`config.mk`:
```
export PLATFORM = sky130hd
export DESIGN_NAME = gps_board_top
export DESIGN_NICKNAME = d
export VERILOG_FILES = /design/src/common/gps_board_pkg.sv /design/src/gps_board_top.sv /design/src/ready_stretcher.sv /design/src/sample_strobe_gen.sv /design/src/display/display_control.sv /design/src/display/seg7_encoder.sv
export VERILOG_INCLUDE_DIRS = /design/src /design/src/common
export SDC_FILE = /design/constraint.sdc
export NUM_CORES = 1
export LEC_CHECK = 0
export BUFFER_PORTS_ARGS = -buffer_cell sky130_fd_sc_hd__buf_2
export CORE_ASPECT_RATIO = 0.75
export CORE_MARGIN = 2
export CORE_UTILIZATION = 29
export DETAILED_ROUTE_END_ITERATION = 10
export GPL_ROUTABILITY_DRIVEN = 0
export PLACE_DENSITY = 0.54
export SLEW_MARGIN = 20
export SYNTH_ARGS = -nofsm -noshare
export SYNTH_HDL_FRONTEND = slang
export SYNTH_SLANG_ARGS = --single-unit
```
`constraint.sdc`:
```
create_clock -name clk_16_8 -period 3.6 [get_ports clk_16_8]
set_clock_uncertainty 0.15 [all_clocks]
set_input_delay 0.72 -clock clk_16_8 [delete_from_list [all_inputs] [get_ports clk_16_8]]
set_output_delay 0.72 -clock clk_16_8 [all_outputs]
set_load 0.03 [all_outputs]
```
`src/common/gps_board_defs.svh`:
```
`ifndef GPS_BOARD_DEFS_SVH
`define GPS_BOARD_DEFS_SVH

// Sample rate divider, one strobe every reload+1 clocks
`define GPS_SAMPLE_DIV_RELOAD 168
`define GPS_DIV_W             9

// Tracking-ready hold, flag stays up for reload+1 clocks
`define GPS_READY_HOLD        7
`define GPS_HOLD_W            4

// Receiver quantity widths
`define GPS_ACC_W             18
`define GPS_CS_W              15
`define GPS_CNT_W             9
`define GPS_TRACK_CNT_W       4
`define GPS_SAMPLE_W          3

// Board display widths
`define GPS_SW_W              18
`define GPS_LEDR_W            18
`define GPS_LEDG_W            9
`define GPS_NUM_DIGITS        8

`endif
```
`src/common/gps_board_pkg.sv`:
```
`default_nettype none

`include "gps_board_defs.svh"

package gps_board_pkg;

   // Receiver core results
   typedef logic [`GPS_ACC_W-1:0]       acc_t;        // Prompt or accumulator
   typedef logic [`GPS_CS_W-1:0]        code_shift_t; // Code phase shift
   typedef logic [`GPS_CNT_W-1:0]       pkt_cnt_t;    // Word or packet count
   typedef logic [`GPS_TRACK_CNT_W-1:0] track_cnt_t;  // Tracking counter

   // Sample feed
   typedef logic [`GPS_SAMPLE_W-1:0]    carrier_t;    // Carrier sample
   typedef logic [`GPS_SAMPLE_W-1:0]    sample_t;     // Raw sample

   // Display
   typedef logic [3:0]                  nibble_t;     // One hex digit
   typedef logic [6:0]                  seg7_t;       // Active low, bit 0 is segment a
   typedef logic [`GPS_LEDR_W-1:0]      ledr_t;       // Red LED bank
   typedef logic [`GPS_LEDG_W-1:0]      ledg_t;       // Green LED bank

   // Internal counters
   typedef logic [`GPS_HOLD_W-1:0]      hold_cnt_t;   // Ready hold counter
   typedef logic [`GPS_DIV_W-1:0]       div_cnt_t;    // Sample divider

endpackage

`default_nettype wire

```
`src/gps_board_top.sv`:
```
`timescale 1ns/1ns
`default_nettype none

`include "gps_board_defs.svh"

module gps_board_top (
   input  logic                       clk_16_8,
   input  logic                       reset_i,
   input  logic [`GPS_SW_W-1:0]       sw_i,
   input  logic                       step_key_n_i,     // Manual step key, active low
   input  logic                       tracking_ready_i, // One-cycle pulse from tracking
   input  gps_board_pkg::acc_t        prompt_i_i,
   input  gps_board_pkg::acc_t        prompt_q_i,
   input  gps_board_pkg::acc_t        accum_i_i,
   input  gps_board_pkg::acc_t        accum_q_i,
   input  gps_board_pkg::code_shift_t code_shift_i,
   input  gps_board_pkg::pkt_cnt_t    words_available_i,
   input  gps_board_pkg::pkt_cnt_t    pkt_count_i,
   input  gps_board_pkg::pkt_cnt_t    good_pkt_count_i,
   input  gps_board_pkg::track_cnt_t  track_count_i,
   input  gps_board_pkg::carrier_t    carrier_i_i,
   input  gps_board_pkg::carrier_t    carrier_q_i,
   input  gps_board_pkg::sample_t     sample_data_i,
   input  logic                       sample_valid_i,
   input  logic                       link_status_i,
   output logic                       sample_stb_o,     // To the sample feed
   output gps_board_pkg::ledr_t       ledr_o,
   output gps_board_pkg::ledg_t       ledg_o,
   output gps_board_pkg::seg7_t       hex0_o,
   output gps_board_pkg::seg7_t       hex1_o,
   output gps_board_pkg::seg7_t       hex2_o,
   output gps_board_pkg::seg7_t       hex3_o,
   output gps_board_pkg::seg7_t       hex4_o,
   output gps_board_pkg::seg7_t       hex5_o,
   output gps_board_pkg::seg7_t       hex6_o,
   output gps_board_pkg::seg7_t       hex7_o
);
   import gps_board_pkg::*;

   logic ready_flag; // Stretched tracking-ready

   // Sample strobe, periodic plus manual step
   sample_strobe_gen i_strobe (
      .clk_16_8     (clk_16_8),
      .reset_i      (reset_i),
      .step_key_n_i (step_key_n_i),
      .sample_stb_o (sample_stb_o)
   );

   ready_stretcher i_ready (
      .clk_16_8         (clk_16_8),
      .reset_i          (reset_i),
      .tracking_ready_i (tracking_ready_i),
      .ready_flag_o     (ready_flag)
   );

   // LEDs and seven-segment digits
   display_control i_display (
      .clk_16_8          (clk_16_8),
      .reset_i           (reset_i),
      .sw_i              (sw_i),
      .ready_flag_i      (ready_flag),
      .prompt_i_i        (prompt_i_i),
      .prompt_q_i        (prompt_q_i),
      .accum_i_i         (accum_i_i),
      .accum_q_i         (accum_q_i),
      .code_shift_i      (code_shift_i),
      .words_available_i (words_available_i),
      .pkt_count_i       (pkt_count_i),
      .good_pkt_count_i  (good_pkt_count_i),
      .track_count_i     (track_count_i),
      .carrier_i_i       (carrier_i_i),
      .carrier_q_i       (carrier_q_i),
      .sample_data_i     (sample_data_i),
      .sample_valid_i    (sample_valid_i),
      .link_status_i     (link_status_i),
      .ledr_o            (ledr_o),
      .ledg_o            (ledg_o),
      .hex0_o            (hex0_o),
      .hex1_o            (hex1_o),
      .hex2_o            (hex2_o),
      .hex3_o            (hex3_o),
      .hex4_o            (hex4_o),
      .hex5_o            (hex5_o),
      .hex6_o            (hex6_o),
      .hex7_o            (hex7_o)
   );

endmodule

`default_nettype wire

```
`src/ready_stretcher.sv`:
```
`timescale 1ns/1ns
`default_nettype none

`include "gps_board_defs.svh"

module ready_stretcher (
   input  logic clk_16_8,
   input  logic reset_i,
   input  logic tracking_ready_i, // Single-cycle pulse
   output logic ready_flag_o
);
   import gps_board_pkg::*;

   hold_cnt_t hold_cnt;

   always_ff @(posedge clk_16_8) begin
      if (reset_i) begin
         hold_cnt     <= '0;
         ready_flag_o <= 1'b0;
      end else if (tracking_ready_i) begin
         hold_cnt     <= hold_cnt_t'(`GPS_READY_HOLD); // Retrigger restarts the hold
         ready_flag_o <= 1'b1;
      end else if (hold_cnt == '0) begin
         ready_flag_o <= 1'b0; // Hold expired
      end else begin
         hold_cnt <= hold_cnt - 1'b1;
      end
   end

endmodule

`default_nettype wire

```
`src/sample_strobe_gen.sv`:
```
`timescale 1ns/1ns
`default_nettype none

`include "gps_board_defs.svh"

module sample_strobe_gen (
   input  logic clk_16_8,
   input  logic reset_i,
   input  logic step_key_n_i, // Asynchronous, active low
   output logic sample_stb_o
);
   import gps_board_pkg::*;

   div_cnt_t div_cnt;
   logic     div_zero;
   logic     key_sync1;
   logic     key_sync2;
   logic     key_prev;
   logic     step_q;

   assign div_zero = (div_cnt == '0);

   // Down counter sets the receiver sample rate
   always_ff @(posedge clk_16_8) begin
      if (reset_i) begin
         div_cnt <= div_cnt_t'(`GPS_SAMPLE_DIV_RELOAD);
      end else if (div_zero) begin
         div_cnt <= div_cnt_t'(`GPS_SAMPLE_DIV_RELOAD); // Reload on the strobe cycle
      end else begin
         div_cnt <= div_cnt - 1'b1;
      end
   end

   // Two-flop synchronizer and falling-edge detect on the step key.
   // Flops come out of reset at the released level so no edge is seen.
   always_ff @(posedge clk_16_8) begin
      if (reset_i) begin
         key_sync1 <= 1'b1;
         key_sync2 <= 1'b1;
         key_prev  <= 1'b1;
         step_q    <= 1'b0;
      end else begin
         key_sync1 <= step_key_n_i;
         key_sync2 <= key_sync1;
         key_prev  <= key_sync2;
         step_q    <= key_prev & ~key_sync2; // Press seen
      end
   end

   // Periodic and manual strobes merge into one pulse
   always_ff @(posedge clk_16_8) begin
      if (reset_i) begin
         sample_stb_o <= 1'b0;
      end else begin
         sample_stb_o <= div_zero | step_q;
      end
   end

endmodule

`default_nettype wire

```
`src/display/display_control.sv`:
```
`timescale 1ns/1ns
`default_nettype none

`include "gps_board_defs.svh"

module display_control (
   input  logic                       clk_16_8,
   input  logic                       reset_i,
   input  logic [`GPS_SW_W-1:0]       sw_i,
   input  logic                       ready_flag_i,
   input  gps_board_pkg::acc_t        prompt_i_i,
   input  gps_board_pkg::acc_t        prompt_q_i,
   input  gps_board_pkg::acc_t        accum_i_i,
   input  gps_board_pkg::acc_t        accum_q_i,
   input  gps_board_pkg::code_shift_t code_shift_i,
   input  gps_board_pkg::pkt_cnt_t    words_available_i,
   input  gps_board_pkg::pkt_cnt_t    pkt_count_i,
   input  gps_board_pkg::pkt_cnt_t    good_pkt_count_i,
   input  gps_board_pkg::track_cnt_t  track_count_i,
   input  gps_board_pkg::carrier_t    carrier_i_i,
   input  gps_board_pkg::carrier_t    carrier_q_i,
   input  gps_board_pkg::sample_t     sample_data_i,
   input  logic                       sample_valid_i,
   input  logic                       link_status_i,
   output gps_board_pkg::ledr_t       ledr_o,
   output gps_board_pkg::ledg_t       ledg_o,
   output gps_board_pkg::seg7_t       hex0_o,
   output gps_board_pkg::seg7_t       hex1_o,
   output gps_board_pkg::seg7_t       hex2_o,
   output gps_board_pkg::seg7_t       hex3_o,
   output gps_board_pkg::seg7_t       hex4_o,
   output gps_board_pkg::seg7_t       hex5_o,
   output gps_board_pkg::seg7_t       hex6_o,
   output gps_board_pkg::seg7_t       hex7_o
);
   import gps_board_pkg::*;

   logic                       disp_acc;
   logic                       disp_q;
   logic                       disp_cs;
   logic                       disp_words;
   logic                       disp_track;
   logic                       disp_pkt;
   logic                       disp_pkt_good;
   logic                       disp_carrier_q;
   acc_t                       sel_value;
   ledr_t                      ledr_d;
   ledg_t                      ledg_d;
   nibble_t                    nib_d [`GPS_NUM_DIGITS];
   logic [`GPS_NUM_DIGITS-1:0] en_d;
   nibble_t                    nib_q [`GPS_NUM_DIGITS];
   logic [`GPS_NUM_DIGITS-1:0] en_q;
   seg7_t                      seg [`GPS_NUM_DIGITS];

   // Switch fields
   assign disp_acc       = sw_i[17]; // Accumulator instead of prompt
   assign disp_q         = sw_i[16]; // Q arm instead of I
   assign disp_cs        = sw_i[15]; // Code shift on the digits
   assign disp_words     = sw_i[14];
   assign disp_track     = sw_i[13];
   assign disp_pkt       = sw_i[12];
   assign disp_pkt_good  = sw_i[11];
   assign disp_carrier_q = sw_i[10];

   assign sel_value = disp_acc ? (disp_q ? accum_q_i : accum_i_i) :
                                 (disp_q ? prompt_q_i : prompt_i_i);

   always_comb begin
      if (disp_words) begin
         ledr_d = ledr_t'(words_available_i);
      end else if (disp_track) begin
         ledr_d = ledr_t'(track_count_i);
      end else if (disp_pkt) begin
         ledr_d = disp_pkt_good ? ledr_t'(good_pkt_count_i) : ledr_t'(pkt_count_i);
      end else begin
         ledr_d = ledr_t'(sel_value);
      end
   end

   assign ledg_d = {link_status_i,
                    disp_carrier_q ? carrier_q_i : carrier_i_i,
                    sample_data_i,
                    sample_valid_i,
                    ready_flag_i};

   // Digit contents, upper three digits stay dark
   always_comb begin
      nib_d    = '{default: '0};
      en_d     = '0;
      nib_d[4] = {2'b00, sel_value[17:16]};
      en_d[4]  = ~disp_cs;
      en_d[3:0] = 4'hf;
      if (disp_cs) begin
         nib_d[3] = {1'b0, code_shift_i[14:12]};
         nib_d[2] = code_shift_i[11:8];
         nib_d[1] = code_shift_i[7:4];
         nib_d[0] = code_shift_i[3:0];
      end else begin
         nib_d[3] = sel_value[15:12];
         nib_d[2] = sel_value[11:8];
         nib_d[1] = sel_value[7:4];
         nib_d[0] = sel_value[3:0];
      end
   end

   always_ff @(posedge clk_16_8) begin
      if (reset_i) begin
         ledr_o <= '0;
         ledg_o <= '0;
         en_q   <= '0; // All digits blank
      end else begin
         ledr_o <= ledr_d;
         ledg_o <= ledg_d;
         en_q   <= en_d;
      end
   end

   always_ff @(posedge clk_16_8) begin
      nib_q <= nib_d;
   end

   for (genvar d = 0; d < `GPS_NUM_DIGITS; d++) begin : g_digit
      seg7_encoder i_seg (
         .digit_i  (nib_q[d]),
         .enable_i (en_q[d]),
         .seg_o    (seg[d])
      );
   end

   assign hex0_o = seg[0];
   assign hex1_o = seg[1];
   assign hex2_o = seg[2];
   assign hex3_o = seg[3];
   assign hex4_o = seg[4];
   assign hex5_o = seg[5];
   assign hex6_o = seg[6];
   assign hex7_o = seg[7];

endmodule

`default_nettype wire

```
`src/display/seg7_encoder.sv`:
```
`timescale 1ns/1ns
`default_nettype none

module seg7_encoder (
   input  gps_board_pkg::nibble_t digit_i,
   input  logic                   enable_i, // Low blanks the digit
   output gps_board_pkg::seg7_t   seg_o
);
   import gps_board_pkg::*;

   seg7_t glyph;

   // Active low, segment g in bit 6 down to segment a in bit 0
   always_comb begin
      case (digit_i)
         4'h0:    glyph = 7'h40;
         4'h1:    glyph = 7'h79;
         4'h2:    glyph = 7'h24;
         4'h3:    glyph = 7'h30;
         4'h4:    glyph = 7'h19;
         4'h5:    glyph = 7'h12;
         4'h6:    glyph = 7'h02;
         4'h7:    glyph = 7'h78;
         4'h8:    glyph = 7'h00;
         4'h9:    glyph = 7'h10;
         4'ha:    glyph = 7'h08;
         4'hb:    glyph = 7'h03; // Lower case b
         4'hc:    glyph = 7'h46;
         4'hd:    glyph = 7'h21; // Lower case d
         4'he:    glyph = 7'h06;
         default: glyph = 7'h0e;
      endcase
   end

   assign seg_o = enable_i ? glyph : '1;

endmodule

`default_nettype wire

```
==> metrics.cfg <==
[yosys]
async_flop_share_pct = 0
synth_edf_count = 0
synth_compound_area_share_pct = 9.09
synth-xor-area-share_pct = 1.96
synth_top_area_share_pct = 34.9
synth.area.top_cells = dfxtp_1 35%, mux4_2 9.1%, ha_1 7.8%
synth-main-ff-cell = dfxtp_1
ys_warn_count = 0
ys_ff_latch = 78
yosys.area_share.simple_pct = 14.2
synth-adder-area-share_pct = 7.83
avgSynthCellArea_sq_um = 10.2
syn_area_sq_um = 4470
ys_types = 48
yosys.area.top_type = dfxtp_1
synthCells = 440
synthMuxAreaShare_pct = 22.7
synth_top_family_by_area = multiplexers
ys_seq_area_share_pct = 34.9

[floorplanning]
core_area_sq_um = 15200
die_h_um = 112
die_w_um = 147
io_pins = 235
die_area_sq_um = 16400
start_util_pct = 29.5
rows = 39

[setup_path]
cp-end-kind = output pin
crit_fanout = 6
critical_path_class = register to output pin
required_ns = 2.73
r2r_cells = 6
arrival_ns = 2.01
cp-start-kind = register

[layout]
layout.cells.non_filler = 848
drive_above_1_share_pct = 42.1
area_growth_pct = 32.2
antennaDiodeCount = 0
final_common_cell = buf_2
finalInstanceArea_sq_um = 5920
final_cell_mix = 203 x buf_2, 77 x dfxtp_1, 34 x mux2i_1
final_nets = 817

[route]
drt-total-wl_um = 12500
wl_per_cell_um = 14.7
drt_iter0_markers = 91
vias = 3777
viasPerCell = 4.45
drtPass1Iterations = 4
antenna_left = 0
route.detailed.drc = 0

[global_route]
met2_usage_pct = 26.0
grt_pass1_wl_um = 19700
grt_pass1_vias = 3880
globalRoute.totalOverflow = 0
antenna_found_initial = 0
grt_max_degree = 30
grt_use_met3_pct = 5.12
busiest_layer = met2
grt_use_met1_pct = 18.4
grt_use_total_pct = 15.5

[clocking]
cts-root-buf = clkbuf_16
clk_latency_ns = 0.34
postCtsSetupRepairBufs = 0
cts_tree = done
cts_buffer_depth = 2
cts_buffers = 9
cts_hold_buf = 0
cts.sinks = 78
post_cts_resized = 0
clkTransAtPathRegs_ns = 0.06
htree_levels = 3

[run_status]
outcome = finished, final reports clean

[placement]
post-dp-hpwl_um = 10000
place_area_sq_um = 5600
dp_slack_ns = 0.387
io_buffers = 203
dp_cells = 832

[sta]
rsz0062_at_grt = no
slew_headroom_pct = 61.9
finalCritPeriodShare_pct = 79.9
drv_slew = 0
fin_crit_ns = 2.88
fmax_ghz = 0.347
finalSetupViolations = 0
layout_setup_ws_ns = 0.722
tightestPinTransition_ns = 0.572
fin_tns_setup_ns = 0
hold_violations = 0

[hold_path]
worstHoldPathCells = 2
hp-class = register to register

[pwr]
ir_worst_vdd_uv = 251
p_leak_nw = 2.87
powerDensity_nw_per_um2 = 456

[flow_run]
drv_cap = 0

==> cell type report <==
class,count,area (sq um)
Sequential cell,78,1560
Clock inverter,6,86.3
Inverter,32,120
Multi-Input combinational cell,305,2580
Timing Repair Buffer,212,1080
Clock buffer,10,229
Fill cell,1546,9260
Tap cell,205,256
==> per-layer routing <==
metal | wire length, um | vias to the layer above
met3 | 810 | 23
li1 | - | 1880
met1 | 5510 | 1727
met5 | 0 | -
met4 | 311 | 0
met2 | 5830 | 147
==> stage by stage <==
| stage | power [mW] | util (%) | hold WS (ns) |
|---|---|---|---|
| floorplan | 1.54 | - | 0.239 |
| global placement | 1.73 | 36.9 | 0.248 |
| detailed placement | 1.75 | 36.9 | 0.249 |
| CTS | 2.75 | 39.0 | 0.261 |
| global route | 2.85 | 39.0 | 0.274 |
| finish | 2.70 | 39.0 | 0.259 |
==> synth_stat cells, drive strengths merged (2+ instances only) <==
library cell and number:
mux4 19, nor3b 7, xnor2 7, o22ai 4, a22oi 5, nand3 5, a22o 2, inv 32
a21o 2, nor3 7, o32ai 2, ha 28, o21ai 9, nor2b 9, o31ai 4, a21oi 11
mux2i 40, xor2 3, o21a 2, and3 2, nand2 17, mux2 11, or2 5, a221oi 4
and2 9, dfxtp 78, clkbuf 13, nand2b 27, a211o 5, buf 32, nor2 25, o221ai 4
==> power breakdown <==
group	switching, mW	leakage [nW]	total [mW]	internal, mW
Combinational	0.421	2.07	0.729	0.308
Clock	0.369	0.152	0.975	0.606
Sequential	0.0423	0.647	0.993	0.951
==> worst max-delay path, cell delays in order (launching register included) <==
cell	delay [ns]
dfxtp_1	0.43
inv_1	0.13
ha_1	0.30
inv_1	0.05
mux4_2	0.43
nand2b_1	0.14
buf_2	0.19
==> final timing paths <==
check | end | from | slack [ns]
min reg2reg | i_strobe.step_q | i_strobe.key_prev | 0.26
max | hex3_o[3] | i_display.nib_q[17] | 0.72
min | i_strobe.step_q | i_strobe.key_prev | 0.26
max reg2reg | i_strobe.div_cnt[6] | i_strobe.div_cnt[0] | 1.89
==> kinds of logic after synthesis <==
logic type	Yosys count
flops	78
xor+xnor	10
other cells	1
buf+inv	77
compound gates	58
simple gates	118
fa+ha+maj	28
mux	70
==> sequential cells by signal (all words and copies together) (netlist names) <==
name / flops
i_display.g_digit.i_seg.glyph: 26
i_display.ledr_o: 18
i_display.ledg_o: 9
i_strobe.div_cnt: 9
i_display.nib_q: 4
i_ready.hold_cnt: 4
i_display.en_q: 2
i_ready.ready_flag_o: 1
i_strobe.key_prev: 1
i_strobe.key_sync1: 1
i_strobe.key_sync2: 1
i_strobe.sample_stb_o: 1
i_strobe.step_q: 1
Power figures use the tool's default switching activity.
